File: src/hw/t08_defines.svh
`ifndef T08_DEFINES_SVH
`define T08_DEFINES_SVH

// address map
`define T08_MEM_LIMIT       2048            // below this is data memory, in bytes
`define T08_SPI_ADDR_CMD    32'd121212      // spi command + counter
`define T08_SPI_ADDR_PARAM  32'd333333      // spi parameters, starts transfer
`define T08_I2C_ADDR        32'd923923      // touch result word

// memory timing
`define T08_MEM_BUSY_CYCLES 3               // busy window after a write
`define T08_BAD_READ        32'hBAD1BAD1    // returned on read while busy

// spi transmitter limits
`define T08_SPI_MAX_BYTES   4               // parameter bytes per transfer, max

`endif

File: src/hw/t08_pkg.sv
`default_nettype none

package t08_pkg;

    // which target a request lands on
    typedef enum logic [2:0] {
        TGT_NONE,
        TGT_MEM,
        TGT_SPI_CMD,
        TGT_SPI_PARAM,
        TGT_I2C
    } mmio_target_e;

    // spi command register layout
    typedef struct packed {
        logic [19:0] unused;    // ignored
        logic [3:0]  counter;   // number of parameter bytes
        logic [7:0]  command;   // first byte on the wire
    } spi_cmd_word_t;

    // write word, raw for memory and spi params, fields for spi command
    typedef union packed {
        logic [31:0]   raw;
        spi_cmd_word_t spi;
    } wdata_u;

endpackage

`default_nettype wire

File: src/hw/t08_mem_bus_if.sv
`timescale 1ns/1ps
`default_nettype none

// decoder <-> data memory
interface t08_mem_bus_if;

    logic [31:0] address;   // byte address
    logic [31:0] wdata;
    logic        write;     // one cycle level, only when !busy
    logic        read;      // rdata valid same cycle
    logic [31:0] rdata;
    logic        busy;      // high for a few cycles after a write

    modport ctrl (
        output address, wdata, write, read,
        input  rdata, busy
    );

    modport mem (
        input  address, wdata, write, read,
        output rdata, busy
    );

endinterface

`default_nettype wire

File: src/hw/t08_spi_ctrl_if.sv
`timescale 1ns/1ps
`default_nettype none

// decoder <-> spi transmitter
interface t08_spi_ctrl_if;

    logic [7:0]  command;       // held in decoder registers
    logic [3:0]  counter;       // parameter byte count
    logic [31:0] parameters;    // valid with write/enable only
    logic        write;
    logic        enable;
    logic        busy;          // transfer in progress

    modport ctrl (
        output command, counter, parameters, write, enable,
        input  busy
    );

    modport tx (
        input  command, counter, parameters, write, enable,
        output busy
    );

endinterface

`default_nettype wire

File: src/hw/t08_mmio.sv
`timescale 1ns/1ps
`default_nettype none
`include "t08_defines.svh"

module t08_mmio (
    input  logic                clk,
    input  logic                rst_n_i,
    // memory handler side
    input  logic                read_i,
    input  logic                write_i,
    input  logic                getinst_i,     // decoded like a read
    input  logic [31:0]         address_i,
    input  t08_pkg::wdata_u     wdata_i,
    // touch controller result
    input  logic [31:0]         i2c_xy_i,
    input  logic                i2c_done_i,
    output logic [31:0]         rdata_o,
    output logic                busy_o,
    output logic                i2c_done_o,
    t08_mem_bus_if.ctrl         mem,
    t08_spi_ctrl_if.ctrl        spi
);

    import t08_pkg::*;

    mmio_target_e tgt;
    logic         rd_req;       // read or fetch without write
    logic         wr_req;       // write without read or fetch
    logic         spi_start;
    logic [7:0]   spi_cmd_q;
    logic [3:0]   spi_cnt_q;

    // read+write together falls through both and does nothing
    assign rd_req = (read_i | getinst_i) & ~write_i;
    assign wr_req = write_i & ~read_i & ~getinst_i;

    // address classification
    always_comb begin
        if (address_i == `T08_I2C_ADDR)
            tgt = TGT_I2C;
        else if (address_i == `T08_SPI_ADDR_CMD)
            tgt = TGT_SPI_CMD;
        else if (address_i == `T08_SPI_ADDR_PARAM)
            tgt = TGT_SPI_PARAM;
        else if (address_i < `T08_MEM_LIMIT)
            tgt = TGT_MEM;
        else
            tgt = TGT_NONE;
    end

    // memory strobes are dropped while busy
    assign mem.read    = rd_req & (tgt == TGT_MEM) & ~mem.busy;
    assign mem.write   = wr_req & (tgt == TGT_MEM) & ~mem.busy;
    assign mem.address = ((rd_req | wr_req) && tgt == TGT_MEM) ? address_i : '0;
    assign mem.wdata   = mem.write ? wdata_i.raw : '0;

    // read mux back to handler
    always_comb begin
        rdata_o = '0; // unmapped reads give zero
        if (rd_req) begin
            case (tgt)
                TGT_I2C: rdata_o = i2c_done_i ? i2c_xy_i : '0;
                TGT_MEM: rdata_o = mem.busy ? `T08_BAD_READ : mem.rdata;
                default: rdata_o = '0;
            endcase
        end
    end

    // command and counter live here until the transmitter latches them
    always_ff @(posedge clk or negedge rst_n_i) begin
        if (!rst_n_i) begin
            spi_cmd_q <= '0;
            spi_cnt_q <= '0;
        end else if (wr_req && tgt == TGT_SPI_CMD) begin
            spi_cmd_q <= wdata_i.spi.command;
            spi_cnt_q <= wdata_i.spi.counter;
        end
    end

    // param write starts a transfer unless tx is busy
    assign spi_start      = wr_req & (tgt == TGT_SPI_PARAM) & ~spi.busy;
    assign spi.write      = spi_start;
    assign spi.enable     = spi_start;
    assign spi.parameters = spi_start ? wdata_i.raw : '0;
    assign spi.command    = spi_cmd_q;
    assign spi.counter    = spi_cnt_q;

    assign busy_o     = mem.busy;   // only memory stalls the handler
    assign i2c_done_o = i2c_done_i;

    // a write comes without a read and leaves memory busy next cycle
    a_mem_rw_excl: assert property (@(posedge clk) disable iff (!rst_n_i)
        mem.write |-> !mem.read ##1 mem.busy)
        else $error("mmio: memory read with write or write not taken");

    // start only from idle and tx picks it up next cycle
    a_spi_start: assert property (@(posedge clk) disable iff (!rst_n_i)
        spi.write |-> !spi.busy ##1 spi.busy)
        else $error("mmio: spi start while busy or not taken");

endmodule

`default_nettype wire

File: src/flat_wrapper.sv
// flat-port wrapper written by rule: the top's interface ports become plain ports
module t08_mmio_flat import t08_pkg::*;
  (clk, rst_n_i, read_i, write_i, getinst_i, address_i, wdata_i, i2c_xy_i, i2c_done_i, rdata_o, busy_o, i2c_done_o, mem_address, mem_wdata, mem_write, mem_read, mem_rdata, mem_busy, spi_command, spi_counter, spi_parameters, spi_write, spi_enable, spi_busy);
  t08_mem_bus_if mem_i ();
  t08_spi_ctrl_if spi_i ();
  input  logic clk;
  input  logic rst_n_i;
  input  logic read_i;
  input  logic write_i;
  input  logic getinst_i;
  input  logic [31:0] address_i;
  input  t08_pkg::wdata_u wdata_i;
  input  logic [31:0] i2c_xy_i;
  input  logic i2c_done_i;
  output logic [31:0] rdata_o;
  output logic busy_o;
  output logic i2c_done_o;
  output wire logic [$bits(mem_i.address)-1:0] mem_address;
  output wire logic [$bits(mem_i.wdata)-1:0] mem_wdata;
  output wire logic [$bits(mem_i.write)-1:0] mem_write;
  output wire logic [$bits(mem_i.read)-1:0] mem_read;
  input wire logic [$bits(mem_i.rdata)-1:0] mem_rdata;
  input wire logic [$bits(mem_i.busy)-1:0] mem_busy;
  output wire logic [$bits(spi_i.command)-1:0] spi_command;
  output wire logic [$bits(spi_i.counter)-1:0] spi_counter;
  output wire logic [$bits(spi_i.parameters)-1:0] spi_parameters;
  output wire logic [$bits(spi_i.write)-1:0] spi_write;
  output wire logic [$bits(spi_i.enable)-1:0] spi_enable;
  input wire logic [$bits(spi_i.busy)-1:0] spi_busy;
  assign mem_address = mem_i.address;
  assign mem_wdata = mem_i.wdata;
  assign mem_write = mem_i.write;
  assign mem_read = mem_i.read;
  assign mem_i.rdata = mem_rdata;
  assign mem_i.busy = mem_busy;
  assign spi_command = spi_i.command;
  assign spi_counter = spi_i.counter;
  assign spi_parameters = spi_i.parameters;
  assign spi_write = spi_i.write;
  assign spi_enable = spi_i.enable;
  assign spi_i.busy = spi_busy;
  t08_mmio u_core (.clk(clk), .rst_n_i(rst_n_i), .read_i(read_i), .write_i(write_i), .getinst_i(getinst_i), .address_i(address_i), .wdata_i(wdata_i), .i2c_xy_i(i2c_xy_i), .i2c_done_i(i2c_done_i), .rdata_o(rdata_o), .busy_o(busy_o), .i2c_done_o(i2c_done_o), .mem(mem_i), .spi(spi_i));
endmodule
File: config.mk
export PLATFORM = sky130hd
export DESIGN_NAME = t08_mmio_flat
export DESIGN_NICKNAME = d
export VERILOG_FILES = /design/src/hw/t08_pkg.sv /design/src/hw/t08_mem_bus_if.sv /design/src/hw/t08_spi_ctrl_if.sv /design/src/hw/t08_mmio.sv /design/src/flat_wrapper.sv
export VERILOG_INCLUDE_DIRS = /design/src /design/src/hw
export SDC_FILE = /design/constraint.sdc
export NUM_CORES = 1
export LEC_CHECK = 0
export BUFFER_PORTS_ARGS = -buffer_cell sky130_fd_sc_hd__buf_2
export CAP_MARGIN = 0
export CORE_AREA = 2 2 108 110
export DETAILED_ROUTE_END_ITERATION = 6
export DIE_AREA = 0 0 110 112
export PLACE_DENSITY = 0.57
export SLEW_MARGIN = 10
export SYNTH_ARGS = -nofsm -noshare
export SYNTH_HDL_FRONTEND = slang
export SYNTH_SLANG_ARGS = --single-unit
File: constraint.sdc
create_clock -name clk -period 2.9 [get_ports clk]
set_clock_uncertainty 0.05 [all_clocks]
set_input_delay 0.58 -clock clk [delete_from_list [all_inputs] [get_ports clk]]
set_output_delay 0.58 -clock clk [all_outputs]
set_load 0.05 [all_outputs]
==> flow_metrics.env <==
export IMPL_grt_pass1_wl_mm=13.7
export IMPL_syn_to_final_growth_pct=170
export IMPL_via_per_inst=4.54
export IMPL_grtUsageTotal_pct=14.2
export IMPL_cts_sinks=12
export IMPL_fmax_mhz=343
export IMPL_synth_top_area_share_pct=25.7
export IMPL_cts_htree_levels=1
export IMPL_worst_pin_slew_ps=507
export IMPL_pre_cts_ws_ps=-299
export IMPL_crit_fanout=18
export IMPL_synth_area_um2=1830
export IMPL_synthFlopType="dfrtp_1"
export IMPL_clk_pin_slew_ps=40
export IMPL_cp_arrival_ps=2280
export IMPL_hp_class="in2async"
export IMPL_criticalPathCategory="in2out"
export IMPL_core_area_um2=11200
export IMPL_yosysTopAreaCell="and2_1"
export IMPL_finalCriticalPeriod_ps=2910
export IMPL_cts_tree="done"
export IMPL_antenna_found_initial=0
export IMPL_cts_root_buf="clkbuf_16"
export IMPL_peakVddDrop_uv=276
export IMPL_place_gp_congestion=0.799
export IMPL_die_h_um=112
export IMPL_ant_nets=0
export IMPL_grt_overflow_total=0
export IMPL_routed_wl_mm=11.1
export IMPL_fin_cells=656
export IMPL_fin_util_pct=44.2
export IMPL_rsz0062_at_grt="yes"
export IMPL_dpl_instance_area_um2=3500
export IMPL_final_area_um2=4940
export IMPL_fin_ws_ps=-14.2
export IMPL_io_pin_count=282
export IMPL_p_per_area_nw_per_um2=130
export IMPL_drt_iter0_markers=133
export IMPL_firstDrtPassIters=4
export IMPL_crit_family="buffers and inverters"
export IMPL_wl_per_cell_um=16.9
export IMPL_violations="setup timing"
export IMPL_drc_errors=0
export IMPL_setup_viol=2
export IMPL_run_status="finished, violations left"
export IMPL_finalMaxSlewViolations=0
export IMPL_final_cell_mix="buf_2, and2_4, buf_8"
export IMPL_clk_latency_ps=230
export IMPL_crit_required_ps=2270
export IMPL_yosysWarnings=0
export IMPL_fin_nets=651
export IMPL_syn_inst=245
export IMPL_die_w_um=110
export IMPL_slew_limit_headroom_pct=66.2
export IMPL_cap_violations=0
export IMPL_cts_inserted_buffers=3
export IMPL_port_buffers=260
export IMPL_slowest_delay_ps=340
export IMPL_worstSetupStartpointType="primary input"
export IMPL_setup_worst_path_end_class="output pin"
export IMPL_crit_top_cell="buf_6"
export IMPL_layout_commonest_cell="buf_2"
export IMPL_finalCritPeriodShare_pct=100
export IMPL_dieArea_um2=12300
export IMPL_hold_viol=0
export IMPL_cp_slowest_cell="or3_4"
export IMPL_grt_start_max_net_pins=33
export IMPL_synth_edf_count=0
export IMPL_antennaDiodeCount=0
export IMPL_synth_ff_latch_count=12
export IMPL_crit_chain="buf_6 > nor4_4 > buf_4 > nand4_1 > buf_6 > or3_4 > buf_12 > o22ai_4 > buf_6 > buf_12"
export IMPL_place_hpwl_mm=6.82
export IMPL_clockBufferDepth=2
export IMPL_worstPathBufferInverterCount=6
export IMPL_initial_core_util_pct=16.3
export IMPL_avgSynthCellArea_um2=7.46
export IMPL_synthArstFlopShare_pct=100
export IMPL_p_leak_nw=2.49
export IMPL_cts_hold_buf=0
export IMPL_yosys_top_cells_area="and2_1, dfrtp_1, buf_4, mux2_4, a32o_1"
export IMPL_ys_seq_area_share_pct=16.4
export IMPL_yosysUniqueCellTypes=29
export IMPL_num_rows=39
export IMPL_vias=2976
export IMPL_dp_cells=640
export IMPL_grt_pass1_vias=2837
export IMPL_final_layout_size_suffix_gt1_share_pct=78.8
logic make-up (layout without fill, tap and decap cells):
logic type,after synthesis,count (layout),synth area share (%)
compound gates,34,34,14.7
buf+inv,43,291,14.2
flops,12,12,16.4
mux,12,12,9.45
other cells,1,21,0.205
simple gates,143,143,45.1
metrics by stage:
stage | hold WS (ps) | setup TNS (ps) | power [mW]
finish | 173 | -22.6 | 0.640
detailed placement | 418 | -20210 | 0.379
floorplan | 234 | -7800 | 0.285
CTS | 173 | -27.4 | 0.628
global route | 182 | -3190 | 0.669
global placement | 413 | -11890 | 0.374
worst paths after layout:
| kind | to | depth (start not counted) | from | slack, ps |
|---|---|---|---|---|
| min reg2reg | u_core.spi.command[0] | 1 | u_core.spi.command[0] | 450 |
| max reg2reg | u_core.spi.command[6] | 1 | u_core.spi.command[6] | 2070 |
| max in group asynchronous | u_core.spi.command[3] | 1 | rst_n_i | 2410 |
| max | rdata_o[4] | 10 | address_i[13] | -10 |
| min | u_core.spi.counter[1] | 1 | rst_n_i | 170 |
| min in group clk | u_core.spi.command[0] | 1 | u_core.spi.command[0] | 450 |
layer usage:
layer	track usage (%)	wire [um]
met1	14.4	3740
met2	30.6	6470
met3	0.878	763
met4	1.86	119
met5	0	0
report_power, final:
part | total [mW] | leakage (nW) | internal (mW) | switching, mW
clock network | 0.244 | 0.0370 | 0.179 | 0.0645
logic | 0.228 | 2.29 | 0.0854 | 0.143
registers | 0.168 | 0.168 | 0.168 | 0.000000000171
state kept, by name, indices dropped and copies added (netlist names):
| name | cells |
|---|---|
| u_core.spi.counter | 4 |
| u_core.spi.command | 8 |
synthesized netlist by cell type, drive strengths merged (2+ instances only):
library cell / count
nand3b: 2
clkbuf: 17
nor4: 10
nor2: 19
dfrtp: 12
a32o: 14
mux2: 12
buf: 26
nand4: 4
or3: 2
nor3: 2
and2: 75
or4: 3
nand2: 19
o22ai: 18
area by class of cell:
cell class              instances  area (um^2)
clock buffers                   3         75.1
multi-input cells             210         1800
flip-flops and latches         12          300
fillers                      1032         6240
well taps                     143          179
repair buffers                288         2580
repair_timing:
| item | CTS | global route |
|---|---|---|
| gates cloned | 6 | 4 |
| endpoints found under the setup margin | 111 | 109 |
| resized for setup | 160 | 216 |
| pin swaps | 6 | 48 |
| buffers inserted | 3 | 0 |
Power figures use the tool's default switching activity.
