--- src/hw/t08_defines.svh ---
`ifndef T08_DEFINES_SVH
`define T08_DEFINES_SVH

// address map
`define T08_MEM_LIMIT       2048            // below this is data memory, in bytes
`define T08_SPI_ADDR_CMD    32'd121212      // spi command + counter
`define T08_SPI_ADDR_PARAM  32'd333333      // spi parameters, starts transfer
`define T08_I2C_ADDR        32'd923923      // touch result word

// memory timing
`define T08_MEM_BUSY_CYCLES 3               // busy window after a write
`define T08_BAD_READ        32'hBAD1BAD1    // returned on read while busy

// spi transmitter limits
`define T08_SPI_MAX_BYTES   4               // parameter bytes per transfer, max

`endif

--- src/hw/t08_spi_ctrl_if.sv ---
`timescale 1ns/1ps
`default_nettype none

// decoder <-> spi transmitter
interface t08_spi_ctrl_if;

    logic [7:0]  command;       // held in decoder registers
    logic [3:0]  counter;       // parameter byte count
    logic [31:0] parameters;    // valid with write/enable only
    logic        write;
    logic        enable;
    logic        busy;          // transfer in progress

    modport ctrl (
        output command, counter, parameters, write, enable,
        input  busy
    );

    modport tx (
        input  command, counter, parameters, write, enable,
        output busy
    );

endinterface

`default_nettype wire

--- src/hw/t08_spi_tx.sv ---
`timescale 1ns/1ps
`default_nettype none
`include "t08_defines.svh"

module t08_spi_tx (
    input  logic        clk,
    input  logic        rst_n_i,
    t08_spi_ctrl_if.tx  ctrl,
    output logic        spi_sck_o,
    output logic        spi_mosi_o,
    output logic        spi_cs_n_o
);

    logic        start;
    logic        bit_end;       // second half of a bit
    logic        last_bit;
    logic        next_byte;
    logic        done;
    logic [2:0]  nbytes;        // capped counter

    logic        busy_q;
    logic        cs_n_q;
    logic        phase_q;       // clock divider that doubles as sck
    logic [2:0]  bit_cnt_q;     // bits left in current byte
    logic [2:0]  bytes_left_q;  // param bytes still to send
    logic [7:0]  shift_q;
    logic [31:0] param_q;       // remaining params with byte 0 at bottom

    assign start     = ctrl.write & ctrl.enable & ~busy_q;
    assign bit_end   = busy_q & phase_q;
    assign last_bit  = (bit_cnt_q == 3'd0);
    assign next_byte = bit_end & last_bit & (bytes_left_q != 3'd0);
    assign done      = bit_end & last_bit & (bytes_left_q == 3'd0);

    assign nbytes = (ctrl.counter > `T08_SPI_MAX_BYTES) ? 3'(`T08_SPI_MAX_BYTES)
                                                        : ctrl.counter[2:0];

    // control path
    always_ff @(posedge clk or negedge rst_n_i) begin
        if (!rst_n_i) begin
            busy_q       <= 1'b0;
            cs_n_q       <= 1'b1;   // deselected
            phase_q      <= 1'b0;
            bit_cnt_q    <= '0;
            bytes_left_q <= '0;
        end else if (start) begin
            busy_q       <= 1'b1;
            cs_n_q       <= 1'b0;
            phase_q      <= 1'b0;
            bit_cnt_q    <= 3'd7;
            bytes_left_q <= nbytes;
        end else if (busy_q) begin
            phase_q <= ~phase_q;    // two clocks per bit
            if (done) begin
                busy_q <= 1'b0;
                cs_n_q <= 1'b1;
            end else if (next_byte) begin
                bit_cnt_q    <= 3'd7;
                bytes_left_q <= bytes_left_q - 1'b1;
            end else if (bit_end) begin
                bit_cnt_q <= bit_cnt_q - 1'b1;
            end
        end
    end

    // data path
    always_ff @(posedge clk) begin
        if (start) begin
            shift_q <= ctrl.command;    // command goes first
            param_q <= ctrl.parameters;
        end else if (next_byte) begin
            shift_q <= param_q[7:0];
            param_q <= param_q >> 8;
        end else if (bit_end && !last_bit) begin
            shift_q <= shift_q << 1;    // msb first
        end
    end

    assign ctrl.busy  = busy_q;
    assign spi_sck_o  = phase_q;             // rises mid bit
    assign spi_mosi_o = busy_q & shift_q[7];
    assign spi_cs_n_o = cs_n_q;

    // deselected means no transfer and sck parked low
    a_cs_busy: assert property (@(posedge clk) disable iff (!rst_n_i)
        spi_cs_n_o |-> !busy_q && !spi_sck_o)
        else $error("spi_tx: chip select high while busy or sck not idle");

endmodule

`default_nettype wire

--- src/flat_wrapper.sv ---
// flat-port wrapper written by rule: the top's interface ports become plain ports
module t08_spi_tx_flat 
  (clk, rst_n_i, spi_sck_o, spi_mosi_o, spi_cs_n_o, ctrl_command, ctrl_counter, ctrl_parameters, ctrl_write, ctrl_enable, ctrl_busy);
  t08_spi_ctrl_if ctrl_i ();
  input  logic clk;
  input  logic rst_n_i;
  output logic spi_sck_o;
  output logic spi_mosi_o;
  output logic spi_cs_n_o;
  input wire logic [$bits(ctrl_i.command)-1:0] ctrl_command;
  input wire logic [$bits(ctrl_i.counter)-1:0] ctrl_counter;
  input wire logic [$bits(ctrl_i.parameters)-1:0] ctrl_parameters;
  input wire logic [$bits(ctrl_i.write)-1:0] ctrl_write;
  input wire logic [$bits(ctrl_i.enable)-1:0] ctrl_enable;
  output wire logic [$bits(ctrl_i.busy)-1:0] ctrl_busy;
  assign ctrl_i.command = ctrl_command;
  assign ctrl_i.counter = ctrl_counter;
  assign ctrl_i.parameters = ctrl_parameters;
  assign ctrl_i.write = ctrl_write;
  assign ctrl_i.enable = ctrl_enable;
  assign ctrl_busy = ctrl_i.busy;
  t08_spi_tx u_core (.clk(clk), .rst_n_i(rst_n_i), .ctrl(ctrl_i), .spi_sck_o(spi_sck_o), .spi_mosi_o(spi_mosi_o), .spi_cs_n_o(spi_cs_n_o));
endmodule
--- config.mk ---
export PLATFORM = sky130hd
export DESIGN_NAME = t08_spi_tx_flat
export DESIGN_NICKNAME = d
export VERILOG_FILES = /design/src/hw/t08_spi_ctrl_if.sv /design/src/hw/t08_spi_tx.sv /design/src/flat_wrapper.sv
export VERILOG_INCLUDE_DIRS = /design/src /design/src/hw
export SDC_FILE = /design/constraint.sdc
export NUM_CORES = 1
export LEC_CHECK = 0
export BUFFER_PORTS_ARGS = -buffer_cell sky130_fd_sc_hd__buf_2
export CAP_MARGIN = 40
export CORE_ASPECT_RATIO = 1.25
export CORE_UTILIZATION = 25
export DETAILED_ROUTE_END_ITERATION = 6
export PLACE_DENSITY = 0.5
export SYNTH_ARGS = -nofsm -noshare
export SYNTH_HDL_FRONTEND = slang
export SYNTH_SLANG_ARGS = --single-unit
--- constraint.sdc ---
create_clock -name clk -period 5.9 [get_ports clk]
set_input_delay 1.77 -clock clk [delete_from_list [all_inputs] [get_ports clk]]
set_output_delay 1.77 -clock clk [all_outputs]
set_load 0.01 [all_outputs]
==> results of run 1 <==
registers in the layout, indices dropped and copies added, names as in the netlist:
signal               count
u_core.param_q          32
u_core.bytes_left_q      3
u_core.bit_cnt_q         3
u_core.spi_cs_n_o        1
u_core.spi_sck_o         1
u_core.ctrl.busy         1
u_core.shift_q           8
layout by cell type (no fill, tap or decap), types with 4 or more instances in the layout:
cell type	synthesis	routed
a21oi_1	9	9
nand2_1	74	74
edfxtp_1	40	40
buf_2	6	51
dfrtp_1	8	8
nor2_1	10	10
and2_1	9	9
a31oi_1	8	8
inv_1	6	6
ha_1	4	4
clkbuf_8	0	5
o21ai_0	11	10
power by group:
group          switching, uW  internal, uW
clock network            113           127
registers               44.6           540
logic                    234           152
total                    391           819
metal layers:
| layer | vias to the layer above | share of wire | global-route usage |
|---|---|---|---|
| li1 | 843 | - | - |
| met1 | 759 | 0.46 | 0.1373 |
| met2 | 47 | 0.46 | 0.1635 |
| met3 | 6 | 0.066 | 0.02498 |
| met4 | 0 | 0.016 | 0.03981 |
| met5 | - | 0 | 0 |
area by class of cell:
class / instances / area (sq um) / share of cell area
Multi-Input combinational cell: 149 / 773.2 / 0.2779
Tap cell: 120 / 150.1 / 0.05396
Clock buffer: 6 / 72.57 / 0.02608
Inverter: 6 / 22.52 / 0.008094
Clock inverter: 2 / 38.79 / 0.01394
Sequential cell: 49 / 1428 / 0.5130
Timing Repair Buffer: 54 / 297.8 / 0.1070
final timing paths:
kind                                     startpoint           endpoint  cells past startpoint
worst max-delay path                    ctrl_enable  u_core.shift_q[5]                      5
worst min-delay path             u_core.param_q[16]  u_core.param_q[8]                      2
worst max register to register  u_core.bit_cnt_q[0]  u_core.shift_q[5]                      5
worst min register to register   u_core.param_q[16]  u_core.param_q[8]                      2
max in group asynchronous                   rst_n_i  u_core.spi_cs_n_o                      1
min in group asynchronous                   rst_n_i   u_core.ctrl.busy                      1
cell families (layout without fill, tap and decap cells):
logic type | Yosys count | count (layout) | synth area share
AND/OR/NAND/NOR | 108 | 108 | 0.2097
flip-flops | 49 | 49 | 0.6262
AO/OA/AOI/OAI | 35 | 35 | 0.09331
buffers and inverters | 19 | 68 | 0.03952
adder cells (fa/ha/maj) | 4 | 4 | 0.02195
multiplexers | 2 | 2 | 0.009330
stage by stage:
stage / hold slack (ps) / cells / instance area [sq um] / total power (uW) / utilization
floorplan: 490.5 / 217 / 2280 / 868.2 / -
global placement: 496.1 / 377 / 2644 / 963.9 / 0.3022
detailed placement: 499.4 / 378 / 2671 / 987.8 / 0.3053
CTS: 514.5 / 386 / 2783 / 1230 / 0.3181
global route: 545.8 / 386 / 2783 / 1307 / 0.3181
finish: 510.9 / 386 / 2783 / 1211 / 0.3181
worst reg2reg max path, delay by kind of cell, from the launching register on:
kind            cells  cell delay, ps
buf+inv             1              80
fa+ha+maj           1             230
flops               1             400
simple gates        1             430
compound gates      2             930
==> flow_summary.toml, run 1 <==
[clock_tree]
htree_levels = 2
cts_root_buf = "clkbuf_8"
cts_tree = "yes"
cts.clk_slew.worst_paths_ps = 100
post_cts_resized = 0
postCtsHoldBufs = 0
cts_buffers = 5
cts_buffer_depth = 2
numClockSinks = 49
clkLatencyLatePin_ps = 300
post_cts_buffers = 0

[floorplanning]
die_h_um = 108.8
die_area_sq_um = 9507
die_w_um = 87.41
core-area_sq_um = 8748
pin_count = 52
start_util = 0.2606
rows = 38

[critical_path]
cp_max_fo = 41
path_buf_inv = 2
criticalPathCategory = "input pin to flop"
cpPeakStageDelay_ps = 380
cp_top_family = "compound AO/OA/AOI/OAI gates"
required_ps = 5880
crit_path_top_delay_cell = "buf_4"
critical_path.cell_chain = "buf_2 -> nand3b_1 -> buf_4 -> o21ai_4 -> o21bai_1"
cp.arrival_ps = 2950
crit_path_end_kind = "flop"
startpoint_type = "input pin"
regToRegSetupSlack_ps = 3460

[sta]
slew_headroom = 0.5210
tns_ps = 0
clock_skew_ps = 11.58
fmax_ghz = 0.3368
tightest_slew_ps = 717.1
min_period_ps = 2969
setup_viol = 0
drv_slew = 0
hold_violations = 0
post-route-period-util = 0.5032
layout_setup_ws_ps = 2931
grt_setup_unrepaired = "no"

[yosys]
yosysMostFrequentCell = "nand2_1"
syn_area_per_cell_sq_um = 10.51
yosysTopAreaCellShare = 0.5269
ys_ff_latch = 49
async_reset_ff_frac = 0.1837
netlist_instances = 217
syn_nets = 269
synth_seq_area_share = 0.6262
yosysTopAreaCell = "edfxtp_1"
netlist_area_sq_um = 2280
yosys_warnings = 0
ys_types = 33
synthFlopType = "edfxtp_1"
synth_area_leaders = "edfxtp_1, nand2_1, dfrtp_1, and2_1, o21ai_0"
synth_edf_count = 40
ys_top_cells_by_count = "nand2_1, edfxtp_1, o21ai_0"

[layout]
nNetsFinal = 317
diodes = 0
area_growth_pct = 22.06
fill_cells = 946
drive_above_1_share = 0.2444

[route]
viasPerCell = 4.288
drt_iter0_drc = 131
drc = 0
vias = 1655
routedWlPerCell_um = 11.74
drtAntennaViolNets = 0
totalWireLength_mm = 4.530
drtPass1Iterations = 4

[placement]
port_buffers = 51
pre_cts_ws_ps = 2588
gp_congestion = 0.6918
dp_hpwl_mm = 3.095

[run_status]
status = "completed"

[grt]
grtUsageTotal = 0.1038
grt_pass1_wl_mm = 7.603
antenna_found_initial = 0
grt_max_degree = 42
first_global_vias = 1609
overflow = 0

[run]
drv_cap = 0

[power]
powerDensity_nw_per_um2 = 435.0
irDropWorstVdd_v = 0.0001338
leakage_uw = 0.001171

[worst_hold_path]
hp-class = "flop to flop"
Power figures use the tool's default switching activity.
==> inputs of run 2 (changes only) <==
--- a/config.mk
+++ b/config.mk
@@ -6,6 +6,7 @@
 export SDC_FILE = /design/constraint.sdc
 export NUM_CORES = 1
 export LEC_CHECK = 0
+export ABC_AREA = 1
 export BUFFER_PORTS_ARGS = -buffer_cell sky130_fd_sc_hd__buf_2
 export CAP_MARGIN = 40
 export CORE_ASPECT_RATIO = 1.25
==> constraint.sdc (replaced) <==
create_clock -name clk -period 2.8 [get_ports clk]
set_input_delay 0.84 -clock clk [delete_from_list [all_inputs] [get_ports clk]]
set_output_delay 0.84 -clock clk [all_outputs]
set_load 0.01 [all_outputs]
==> flow_summary.toml, run 2 <==
[run_status]
status = "completed"

[layout]
drive_above_1_share = 0.2281
fill_cells = 995
reg_top3 = "u_core.param_q x32, u_core.shift_q x8"
layout_commonest_cell = "nand2_1"
largest_register_ff_count = 32
final_util = 0.3184
area_growth_pct = 22.49
diodes = 0
regMostFlops = "u_core.param_q"
multiInputGateArea_sq_um = 770.7
layout_common_cells = "nand2_1, buf_2, edfxtp_1, inv_1, nand3_1"
seqCellArea_sq_um = 1428
nNetsFinal = 371

[clock_tree]
cts.clk_slew.worst_paths_ps = 70
cts_buffer_depth = 2
cts_buffers = 5
post_cts_buffers = 0
clkLatencyLatePin_ps = 290
post_cts_resized = 0
numClockSinks = 49
postCtsHoldBufs = 0
cts_root_buf = "clkbuf_16"
htree_levels = 2
cts_tree = "yes"

[route]
totalWireLength_mm = 4.632
drc = 0
drtPass1Iterations = 4
viasPerCell = 3.991
drtAntennaViolNets = 0
vias = 1768
routedWlPerCell_um = 10.46
drt_iter0_drc = 107

[power]
powerDensity_nw_per_um2 = 954.5
p_sw_frac = 0.3353
p_seq_frac = 0.437
p_int_uw = 1863
leakage_uw = 0.001446
irDropWorstVdd_v = 0.0004297
combPwrFrac = 0.320
p_sw_uw = 939.8
p_clk_frac = 0.243

[grt]
grtUsageTotal = 0.1004
grt_pass1_wl_mm = 7.734
grt_max_degree = 38
overflow = 0
first_global_vias = 1779
antenna_found_initial = 0

[yosys]
yosysTopAreaCell = "edfxtp_1"
netlist_instances = 266
synthFlopType = "edfxtp_1"
synth_area_leaders = "edfxtp_1, nand2_1, dfrtp_1, inv_1, nand3_1"
syn_area_per_cell_sq_um = 9.012
yosysTopAreaCellShare = 0.5010
synth_seq_area_share = 0.5955
netlist_area_sq_um = 2397
ys_top_cells_by_count = "nand2_1, edfxtp_1, inv_1"
async_reset_ff_frac = 0.1837
synth_edf_count = 40
ys_ff_latch = 49
ys_types = 21
yosysMostFrequentCell = "nand2_1"
syn_nets = 318
yosys_warnings = 0

[sta]
hold_violations = 0
tns_ps = 0
fmax_ghz = 0.4934
tightest_slew_ps = 471.9
min_period_ps = 2027
clock_skew_ps = 3.997
grt_setup_unrepaired = "no"
drv_slew = 0
slew_headroom = 0.6851
post-route-period-util = 0.7238
setup_viol = 0

[critical_path]
regToRegSetupSlack_ps = 770
cp.arrival_ps = 1960
path_buf_inv = 2
required_ps = 2730
criticalPathCategory = "flop to flop"
crit_path_top_delay_cell = "nand2_4"
reg2reg_depth = 6
startpoint_type = "flop"
critical_path.cell_chain = "inv_1 -> ha_1 -> ha_1 -> inv_1 -> nand3_4 -> nand2_4"
cpPeakStageDelay_ps = 410
cp_max_fo = 37
crit_cells = 6
crit_path_end_kind = "flop"
cp_top_family = "simple AND/OR/NAND/NOR gates"

[floorplanning]
pin_count = 52
rows = 39
die_area_sq_um = 9987
start_util = 0.2599
die_h_um = 111.5
die_w_um = 89.59
core-area_sq_um = 9223

[placement]
dp_hpwl_mm = 3.257
gp_congestion = 0.7004
port_buffers = 51

[worst_hold_path]
hp-class = "input pin to async pin"

[run]
drv_cap = 0
[run 2: cell count changes in the layout (fill, tap and decap cells not counted), sizes merged, moves of 8 or more]
| cell | previous run | this run |
|---|---|---|
| and2 | 9 | 0 |
| o21ai | 11 | 3 |
| nand2 | 75 | 128 |
| a21oi | 9 | 1 |
| inv | 6 | 36 |
| a31oi | 8 | 0 |
| nand3 | 2 | 21 |
[run 2: path summary, 6_finish.rpt]
kind / from / endpoint
hold reg to reg: u_core.spi_cs_n_o / u_core.spi_cs_n_o
setup reg to reg: u_core.bytes_left_q[0] / u_core.param_q[29]
hold / removal: rst_n_i / u_core.bytes_left_q[1]
min in group clk: u_core.spi_cs_n_o / u_core.spi_cs_n_o
max in group asynchronous: rst_n_i / u_core.spi_cs_n_o
setup / recovery: u_core.bytes_left_q[0] / u_core.param_q[29]
[run 2: per-stage QoR]
stage / hold slack, ps / cells / total power (uW) / setup WS, ps / instance area [sq um]
finish: 393.7 / 443 / 2803 / 773.3 / 2937
global route: 407.5 / 443 / 3024 / 567.8 / 2937
CTS: 397.2 / 443 / 2846 / 747.6 / 2937
detailed placement: 459.1 / 435 / 2159 / 712.8 / 2770
global placement: 459.3 / 435 / 2143 / 757.1 / 2770
floorplan: 441.9 / 266 / 1921 / 995.7 / 2397
[run 2: area by class of cell]
class	count	area share
repair buffers	54	0.09459
clock inverters	3	0.01406
inverters	37	0.04772
clock buffers	5	0.04261
multi-input cells	172	0.2625
flip-flops and latches	49	0.4862
well taps	123	0.05241
[run 2: cell families (layout without fill, tap and decap cells)]
logic type,after synthesis,in the layout,synth area share
adder cells (fa/ha/maj),4,4,0.02088
flip-flops,49,49,0.5955
AO/OA/AOI/OAI,4,4,0.009915
AND/OR/NAND/NOR,163,163,0.2871
XOR/XNOR,1,1,0.003654
buffers and inverters,45,99,0.08298
[run 2: power groups by stage]
| stage | Sequential [uW] | Combinational [uW] | Clock [uW] |
|---|---|---|---|
| after floorplan | 1230 | 694 | 0 |
| after global placement | 1240 | 903 | 0 |
| after detailed placement | 1240 | 914 | 0 |
| after CTS | 1230 | 919 | 697 |
| after global routing | 1250 | 1050 | 723 |
| final | 1230 | 896 | 682 |
[run 2: per-layer routing]
layer | share of wire | GRT usage | wire (um)
met3 | 0.046 | 0.02372 | 211
met2 | 0.51 | 0.1747 | 2355
met5 | 0 | 0 | 0
met4 | 0.0091 | 0.03175 | 42
met1 | 0.44 | 0.1193 | 2023
